[config.mk]
export PLATFORM = sky130hd
export DESIGN_NAME = fetch_frontend
export DESIGN_NICKNAME = d
export VERILOG_FILES = /design/src/design/fetch_pkg.sv /design/src/design/excp_pkg.sv /design/src/design/if_stage0.sv /design/src/design/branch_predictor.sv /design/src/design/if_stage1.sv /design/src/design/fetch_frontend.sv
export VERILOG_INCLUDE_DIRS = /design/src /design/src/design
export SDC_FILE = /design/constraint.sdc
export NUM_CORES = 2
export LEC_CHECK = 0
export BUFFER_PORTS_ARGS = -buffer_cell sky130_fd_sc_hd__clkbuf_2
export CELL_PAD_IN_SITES_DETAIL_PLACEMENT = 0
export CELL_PAD_IN_SITES_GLOBAL_PLACEMENT = 1
export CORE_ASPECT_RATIO = 2
export CORE_MARGIN = 2
export CORE_UTILIZATION = 50
export DETAILED_ROUTE_END_ITERATION = 16
export PLACE_DENSITY = 0.83
export SLEW_MARGIN = 20
export SYNTH_ARGS = -nofsm -noshare
export SYNTH_HDL_FRONTEND = slang
export SYNTH_HIERARCHICAL = 1
export SYNTH_SLANG_ARGS = --single-unit
[constraint.sdc]
create_clock -name clk -period 5.12 [get_ports clk]
set_input_delay 1.024 -clock clk [delete_from_list [all_inputs] [get_ports clk]]
set_output_delay 1.024 -clock clk [all_outputs]
set_load 0.02 [all_outputs]
[src/design/fetch_settings.svh]
`ifndef FETCH_SETTINGS_SVH
`define FETCH_SETTINGS_SVH

`default_nettype none

// ---------------------------------------------------------------------------
// fetch front-end build constants
// ---------------------------------------------------------------------------

`define FETCH_RESET_PC 32'h1c000000 // first fetch address out of reset.

`define FETCH_BTB_ENTRIES 64 // must stay a power of two.

`define FETCH_GROUP_SLOTS 4 // a group carries this many instructions in 128 bits.

`default_nettype wire

`endif

[src/design/fetch_pkg.sv]
`include "fetch_settings.svh"
`default_nettype none

package fetch_pkg;

  // the group geometry follows from the slot count.
  localparam int unsigned SLOTS = `FETCH_GROUP_SLOTS;
  localparam int unsigned GROUP_BYTES = SLOTS * 4; // 16 bytes per group.
  localparam int unsigned SLOT_SEL_W = $clog2(SLOTS); // word offset within a group.

  typedef logic [SLOTS-1:0] slot_mask_t; // bit i belongs to slot i.

  typedef logic [SLOTS*32-1:0] group_data_t; // slot 0 sits in the low word.

  typedef enum logic [1:0] {
    S_IDLE = 2'd0,
    S_WAIT = 2'd1,
    S_HOLD = 2'd2,
    S_DROP = 2'd3
  } if1_state_t;

endpackage

`default_nettype wire

[src/design/excp_pkg.sv]
`default_nettype none

package excp_pkg;

  // LoongArch exception codes seen by the fetch stages.
  typedef enum logic [5:0] {
    E_NONE = 6'h00,
    E_ADEF = 6'h08 // fetch address error.
  } ecode_t;

  typedef logic [8:0] subcode_t; // always zero for fetch.

endpackage

`default_nettype wire

[src/design/if_stage0.sv]
`include "fetch_settings.svh"
`timescale 1ns/100ps
`default_nettype none

module if_stage0 (
  input  logic                  clk,
  input  logic                  rst,
  input  logic                  flush,
  input  logic                  need_jump,
  input  logic [31:0]           jump_pc,
  input  logic                  addr_ok,
  input  logic                  if1_ready,
  input  fetch_pkg::slot_mask_t pc_is_jump,
  input  fetch_pkg::slot_mask_t pc_valid,
  input  logic [31:0]           pre_nextpc,
  output logic                  req,
  output logic [31:0]           addr,
  output logic [31:0]           pc_to_bpu,
  output logic                  if0_valid,
  output logic [31:0]           if0_pc,
  output fetch_pkg::slot_mask_t if0_slot_valid,
  output fetch_pkg::slot_mask_t if0_is_jump,
  output excp_pkg::ecode_t      if0_ecode,
  output excp_pkg::subcode_t    if0_subcode
);

  logic [31:0] pc_r;
  logic        is_adef;
  logic        can_issue;
  logic        bypass;
  logic        advance;

  assign is_adef = |pc_r[1:0];

  // only one group may be outstanding, so the stage-0 register must be empty.
  assign can_issue = ~rst & ~flush & ~need_jump & if1_ready & ~if0_valid;

  assign req     = can_issue & ~is_adef;
  assign bypass  = can_issue & is_adef; // misaligned pc skips the cache.
  assign advance = (req & addr_ok) | bypass;

  assign addr      = pc_r;
  assign pc_to_bpu = pc_r;

  // --------------------------------------------------------------------------
  // program counter
  // --------------------------------------------------------------------------

  always_ff @(posedge clk) begin
    if (rst) begin
      pc_r <= `FETCH_RESET_PC;
    end else if (need_jump) begin
      pc_r <= jump_pc;
    end else if (advance) begin
      pc_r <= pre_nextpc; // predictor picks the next group.
    end
  end

  // --------------------------------------------------------------------------
  // stage-0 to stage-1 register
  // --------------------------------------------------------------------------

  always_ff @(posedge clk) begin
    if (rst | flush) begin
      if0_valid <= 1'b0;
    end else if (advance) begin
      if0_valid <= 1'b1;
    end else if (if1_ready) begin
      if0_valid <= 1'b0; // stage 1 has taken the group.
    end
  end

  always_ff @(posedge clk) begin
    if (advance) begin
      if0_pc         <= pc_r;
      if0_slot_valid <= pc_valid;
      if0_is_jump    <= pc_is_jump;
      if0_ecode      <= is_adef ? excp_pkg::E_ADEF : excp_pkg::E_NONE;
      if0_subcode    <= '0;
    end
  end

endmodule

`default_nettype wire

[src/design/branch_predictor.sv]
`include "fetch_settings.svh"
`timescale 1ns/100ps
`default_nettype none

module branch_predictor (
  input  logic                  clk,
  input  logic                  rst,
  input  logic [31:0]           pc,
  input  logic                  update_valid,
  input  logic [31:0]           update_pc,
  input  logic [31:0]           update_target,
  input  logic                  update_taken,
  output fetch_pkg::slot_mask_t is_jump,
  output fetch_pkg::slot_mask_t slot_valid,
  output logic [31:0]           next_pc
);

  localparam int unsigned ENTRIES = `FETCH_BTB_ENTRIES;
  localparam int unsigned IDX_W   = $clog2(ENTRIES);
  localparam int unsigned TAG_W   = 30 - IDX_W; // word address minus index.
  localparam int unsigned SLOTS   = fetch_pkg::SLOTS;
  localparam int unsigned OFF_W   = fetch_pkg::SLOT_SEL_W;

  logic [ENTRIES-1:0] btb_valid;
  logic [TAG_W-1:0]   btb_tag    [ENTRIES];
  logic [31:0]        btb_target [ENTRIES];

  logic [IDX_W-1:0]   upd_idx;
  logic [TAG_W-1:0]   upd_tag;
  logic [31:0]        group_base;
  logic [OFF_W-1:0]   pc_off;
  logic [SLOTS-1:0]   slot_hit;
  logic [31:0]        slot_target [SLOTS];

  assign upd_idx    = update_pc[2 +: IDX_W];
  assign upd_tag    = update_pc[31 -: TAG_W];
  assign group_base = {pc[31:OFF_W+2], {(OFF_W + 2){1'b0}}};
  assign pc_off     = pc[2 +: OFF_W];

  // --------------------------------------------------------------------------
  // per-slot lookup
  // --------------------------------------------------------------------------

  for (genvar g = 0; g < SLOTS; g++) begin : g_slot
    logic [29:0]      waddr;
    logic [IDX_W-1:0] idx;

    assign waddr = {pc[31:OFF_W+2], OFF_W'(g)}; // word address of this slot.
    assign idx   = waddr[IDX_W-1:0];

    assign slot_hit[g]    = btb_valid[idx] && (btb_tag[idx] == waddr[29:IDX_W]);
    assign slot_target[g] = btb_target[idx];
  end

  // the first predicted jump at or after the pc ends the group.
  always_comb begin
    logic found;

    found      = 1'b0;
    is_jump    = '0;
    slot_valid = '0;
    next_pc    = group_base + 32'(fetch_pkg::GROUP_BYTES);
    for (int i = 0; i < SLOTS; i++) begin
      if (!found && (OFF_W'(i) >= pc_off)) begin
        slot_valid[i] = 1'b1;
        if (slot_hit[i]) begin
          is_jump[i] = 1'b1;
          next_pc    = slot_target[i];
          found      = 1'b1;
        end
      end
    end
  end

  // --------------------------------------------------------------------------
  // training
  // --------------------------------------------------------------------------

  always_ff @(posedge clk) begin
    if (rst) begin
      btb_valid <= '0;
    end else if (update_valid) begin
      btb_valid[upd_idx] <= update_taken; // not taken drops the entry.
    end
  end

  always_ff @(posedge clk) begin
    if (update_valid && update_taken) begin
      btb_tag[upd_idx]    <= upd_tag;
      btb_target[upd_idx] <= update_target;
    end
  end

endmodule

`default_nettype wire

[src/design/if_stage1.sv]
`timescale 1ns/100ps
`default_nettype none

module if_stage1 (
  input  logic                   clk,
  input  logic                   rst,
  input  logic                   flush,
  input  logic                   if0_valid,
  input  logic [31:0]            if0_pc,
  input  fetch_pkg::slot_mask_t  if0_slot_valid,
  input  fetch_pkg::slot_mask_t  if0_is_jump,
  input  excp_pkg::ecode_t       if0_ecode,
  input  excp_pkg::subcode_t     if0_subcode,
  input  logic                   data_ok,
  input  fetch_pkg::group_data_t rdata,
  input  logic                   out_ready,
  output logic                   if1_ready,
  output logic                   out_valid,
  output logic [31:0]            out_pc,
  output fetch_pkg::group_data_t out_inst,
  output fetch_pkg::slot_mask_t  out_slot_valid,
  output fetch_pkg::slot_mask_t  out_is_jump,
  output excp_pkg::ecode_t       out_ecode,
  output excp_pkg::subcode_t     out_subcode
);

  fetch_pkg::if1_state_t state_r;
  fetch_pkg::if1_state_t state_nxt;

  logic take;
  logic adef_in;
  logic capture_data;

  assign take    = (state_r == fetch_pkg::S_IDLE) && if0_valid;
  assign adef_in = (if0_ecode != excp_pkg::E_NONE);

  // the response may land in the very cycle the group is taken.
  assign capture_data = data_ok && (take || (state_r == fetch_pkg::S_WAIT));

  assign if1_ready = (state_r == fetch_pkg::S_IDLE) ||
                     ((state_r == fetch_pkg::S_HOLD) && out_ready);
  assign out_valid = (state_r == fetch_pkg::S_HOLD);

  // --------------------------------------------------------------------------
  // state machine
  // --------------------------------------------------------------------------

  always_comb begin
    state_nxt = state_r;
    case (state_r)
      fetch_pkg::S_IDLE: begin
        if (take) begin
          if (flush) begin
            state_nxt = (adef_in || data_ok) ? fetch_pkg::S_IDLE : fetch_pkg::S_DROP;
          end else if (adef_in || data_ok) begin
            state_nxt = fetch_pkg::S_HOLD; // nothing left to wait for.
          end else begin
            state_nxt = fetch_pkg::S_WAIT;
          end
        end
      end
      fetch_pkg::S_WAIT: begin
        if (flush) begin
          state_nxt = data_ok ? fetch_pkg::S_IDLE : fetch_pkg::S_DROP;
        end else if (data_ok) begin
          state_nxt = fetch_pkg::S_HOLD;
        end
      end
      fetch_pkg::S_HOLD: begin
        if (flush || out_ready) begin
          state_nxt = fetch_pkg::S_IDLE;
        end
      end
      fetch_pkg::S_DROP: begin
        if (data_ok) begin
          state_nxt = fetch_pkg::S_IDLE; // stale response swallowed.
        end
      end
      default: state_nxt = fetch_pkg::S_IDLE;
    endcase
  end

  always_ff @(posedge clk) begin
    if (rst) begin
      state_r <= fetch_pkg::S_IDLE;
    end else begin
      state_r <= state_nxt;
    end
  end

  // --------------------------------------------------------------------------
  // group payload
  // --------------------------------------------------------------------------

  always_ff @(posedge clk) begin
    if (take) begin
      out_pc         <= if0_pc;
      out_slot_valid <= if0_slot_valid;
      out_is_jump    <= if0_is_jump;
      out_ecode      <= if0_ecode;
      out_subcode    <= if0_subcode;
    end
  end

  always_ff @(posedge clk) begin
    if (take && adef_in) begin
      out_inst <= '0; // no memory behind a faulting group.
    end else if (capture_data) begin
      out_inst <= rdata;
    end
  end

endmodule

`default_nettype wire

[src/design/fetch_frontend.sv]
`timescale 1ns/100ps
`default_nettype none

module fetch_frontend (
  input  logic                   clk,
  input  logic                   rst,
  output logic                   req,
  output logic [31:0]            addr,
  input  logic                   addr_ok,
  input  logic                   data_ok,
  input  fetch_pkg::group_data_t rdata,
  input  logic                   need_jump,
  input  logic [31:0]            jump_pc,
  input  logic                   flush,
  input  logic                   update_valid,
  input  logic [31:0]            update_pc,
  input  logic [31:0]            update_target,
  input  logic                   update_taken,
  output logic                   out_valid,
  output logic [31:0]            out_pc,
  output fetch_pkg::group_data_t out_inst,
  output fetch_pkg::slot_mask_t  out_slot_valid,
  output fetch_pkg::slot_mask_t  out_is_jump,
  output excp_pkg::ecode_t       out_ecode,
  output excp_pkg::subcode_t     out_subcode,
  input  logic                   out_ready
);

  logic [31:0]           pc_to_bpu;
  fetch_pkg::slot_mask_t pc_is_jump;
  fetch_pkg::slot_mask_t pc_valid;
  logic [31:0]           pre_nextpc;

  logic                  if0_valid;
  logic [31:0]           if0_pc;
  fetch_pkg::slot_mask_t if0_slot_valid;
  fetch_pkg::slot_mask_t if0_is_jump;
  excp_pkg::ecode_t      if0_ecode;
  excp_pkg::subcode_t    if0_subcode;
  logic                  if1_ready;

  if_stage0 if_stage0_i (
    .clk, .rst, .flush, .need_jump, .jump_pc, .addr_ok, .if1_ready,
    .pc_is_jump, .pc_valid, .pre_nextpc, .req, .addr, .pc_to_bpu,
    .if0_valid, .if0_pc, .if0_slot_valid, .if0_is_jump, .if0_ecode, .if0_subcode
  );

  branch_predictor branch_predictor_i (
    .clk, .rst,
    .pc            (pc_to_bpu),
    .update_valid, .update_pc, .update_target, .update_taken,
    .is_jump       (pc_is_jump),
    .slot_valid    (pc_valid),
    .next_pc       (pre_nextpc)
  );

  if_stage1 if_stage1_i (
    .clk, .rst, .flush,
    .if0_valid, .if0_pc, .if0_slot_valid, .if0_is_jump, .if0_ecode, .if0_subcode,
    .data_ok, .rdata, .out_ready, .if1_ready,
    .out_valid, .out_pc, .out_inst, .out_slot_valid, .out_is_jump, .out_ecode,
    .out_subcode
  );

endmodule

`default_nettype wire

==> metrics.md <==
| Metric | Value |
|---|---|
| Status | complete, but fails checks |
| Violated checks | negative setup slack |
| Worst VDD drop | 0.2708 mV |
| Synthesized instance count | approximately 7,300 |
| Storage element area | 115,100 um2 |
| TritonCTS clock tree | built |
| Final Worst Setup Slack | -59.42 ps |
| WP data required | 5950 ps |
| Non-Filler Instances | 12,503 |
| Synth-to-Final Area Change | 14.85% |
| Min cycle time layout | slightly above 5000 ps |
| Final cycle utilization of the critical path | 101.2% |
| Pwr/cell area | between 300 and 400 nW/um2 |
| Filler cells | 21,436 |
| Most frequent cells in the layout | edfxtp_1 (3,680), mux4_2 (985), buf_4 (448), clkbuf_2 (402), nand2_1 (380) |
| Cts hold-fix bufs | 0 |
| Worst reg2reg setup slack | -60 ps |
| Clock share of power | 38.6% |
| Largest net degree at the start of global routing | 146 |
| Final Wtd Congestion | 0.9724 |
| Total gr overflow | 0 |
| Slew @ Worst Pin | 1258 ps |
| DR DRC count | 0 |
| Die ar. | 308,700 um2 |
| CTS Buf Count | 334 |
| FF-to-FF path depth | 16 |
| H-tree Lvls | 5 |
| Clk buf depth | 4 |
| Fraction of layout cells with a size suffix above 1 | 31.82% |
| Hold path depth | 3 |
| Area of the mapped netlist | 152,000 um2 |
| CTS root buffer | clkbuf_16 |
| Final Hold Viols | 0 |
| Final ANT Viol Nets | 0 |
| IO Port Bufs | 447 |
| CP arrival | between 6000 and 7000 ps |
| CP Max Fanout | 20 |
| Most common cell after layout, fill and taps aside | edfxtp_1 |
| WL/cell | about 40 um |
| Via count | 82,337 |
| GR Util All Layers | approximately 32% |
| Sink Count | 3,907 |
| Initial antenna violation count | 34 |
| Place WS | -218.4 ps |
| Global-route met2 utilization | roughly 54% |
| Reg-to-Reg End | if_stage0_i/addr[10] |
| Via/cell ratio | 6.585 |
| Switch share | a little under a quarter |
| Critical R2R Launch | if_stage0_i/addr[4] |
| Final setup violation count | 3 |
| I/O pin count | 450 |
| Worst Setup Start Kind | flop |
| Layout Skew | 65.71 ps |
| NetSw | 16.08 mW |
| First-pass GRT wire length | roughly 680,000 um |
| Max Cap Violations | 0 |
| Synthesized area per cell | 20.90 um2 |
| Slew Viols, Final | 0 |
| Combinational share of power | 9.3% |
| Power share of the sequential group | 52.1% |
| Reg clk slew, reported paths | ~70 ps |
| Grt met1 use | about a third |
| Hold WS | between 200 and 300 ps |
| Synthesis warning total | 6 |
| CP Capture Type | flop |
| Hpwl dp | 302,700 um |
| Multi-input gate area | about 35,000 um2 |
| Final #Nets | 8,424 |
| Number of global-route vias before repair | 83,769 |
| Peak Freq | 193.1 MHz |
| WHS Endpoint | if_stage1_i/out_inst[110] |
| Initial core utilization | roughly half |
| End-of-flow core utilization | 57.67% |
| Slew headroom | 16.14% |
| Min-delay src | rdata[110] |
| Worst Hold Class | in2reg |
| Die height | between 700 and 800 um |
| Setup TNS | -72.93 ps |
| Final WL | 500,200 um |
| GR Util met3 | 6.300% |
| Drt pass-1 iters | 10 |
| Drt initial violations | 11,321 |
| # rows | 286 |
| Gr busiest metal | met2 |
| Leak | roughly 55 nW |
| Clk_lat worst skew | 940 ps |
| Internal power | a little over 50 mW |
| Critical path class | reg2reg |
| Core ar. | 302,700 um2 |
| Die W | 393.9 um |
| Placed insts | around 12,000 |
==> layout make-up <==
| class | count | area share [%] |
|---|---|---|
| multi-input combinational | 2874 | 19.92 |
| tap | 4032 | 2.890 |
| clock inverter | 206 | 1.207 |
| clock buffer | 396 | 5.066 |
| antenna | 15 | 0.02150 |
| inverter | 50 | 0.1541 |
| timing repair buffer | 1023 | 4.830 |
| sequential | 3907 | 65.91 |
==> power by group through the flow <==
stage	Sequential (mW)	Combinational, mW	Clock [mW]
3_3_place_gp	36.1	5.98	0
3_5_place_dp	36.2	6.09	0
4_1_cts	35.5	6.19	26.2
5_1_grt	35.5	6.49	27.2
2_1_floorplan	36.3	3.21	0
6_report	35.4	6.34	26.3
==> metrics by stage <==
step	area [um2]	power (mW)
4_1_cts	174200	67.85
5_1_grt	174600	69.13
2_1_floorplan	152100	39.52
3_5_place_dp	163200	42.25
6_report	174600	68.05
3_3_place_gp	163100	42.11
==> layer usage <==
metal | up-vias | wire length, um
met2 | 6509 | 248900
li1 | 31736 | -
met5 | - | 90
met4 | 14 | 52540
met3 | 1740 | 49890
met1 | 42338 | 148800
==> critical path, stage by stage, from the launching register on <==
cell and delay (ps):
dfxtp_4 510, buf_4 220, buf_12 210, mux4_2 550, xor2_1 170, o311a_1 480, a211oi_1 260, nand4b_1 190
or4_1 580, or3_1 490, buf_12 180, mux2_4 310, mux2i_2 220, o21ai_1 160, mux2i_1 180, nor2_1 60
mux2_2 280
==> registers in the layout, indices dropped and copies added (netlist names), 6 cells and up <==
register                       cells
branch_predictor_i/btb_tag      1536
branch_predictor_i/btb_target   2048
branch_predictor_i/btb_valid      64
if_stage0_i/addr                  32
if_stage0_i/if0_pc                32
if_stage1_i/out_ecode              6
if_stage1_i/out_inst             128
if_stage1_i/out_pc                32
if_stage1_i/out_subcode            9
==> worst max-delay path by stage <==
stage	slack (ps)	endpoint	start	cells after the start
after CTS	30	if_stage0_i/addr[28]	if_stage0_i/addr[4]	18
after global routing	-10	if_stage0_i/addr[26]	if_stage0_i/addr[4]	17
after floorplan	170	branch_predictor_i/btb_tag[2][0]	update_pc[5]	4
final	-60	if_stage0_i/addr[10]	if_stage0_i/addr[4]	16
after global placement	-220	if_stage0_i/addr[26]	if_stage0_i/addr[5]	16
after detailed placement	-220	if_stage0_i/addr[26]	if_stage0_i/addr[5]	17
==> repair_timing <==
item | CTS | global route
endpoints found under the setup margin | 30 | 28
resized for setup | 13 | 25
setup buffers | 5 | 3
pin swaps | 0 | 1
cloned | 1 | 3
Note: power is estimated with default switching activity, not from simulation.
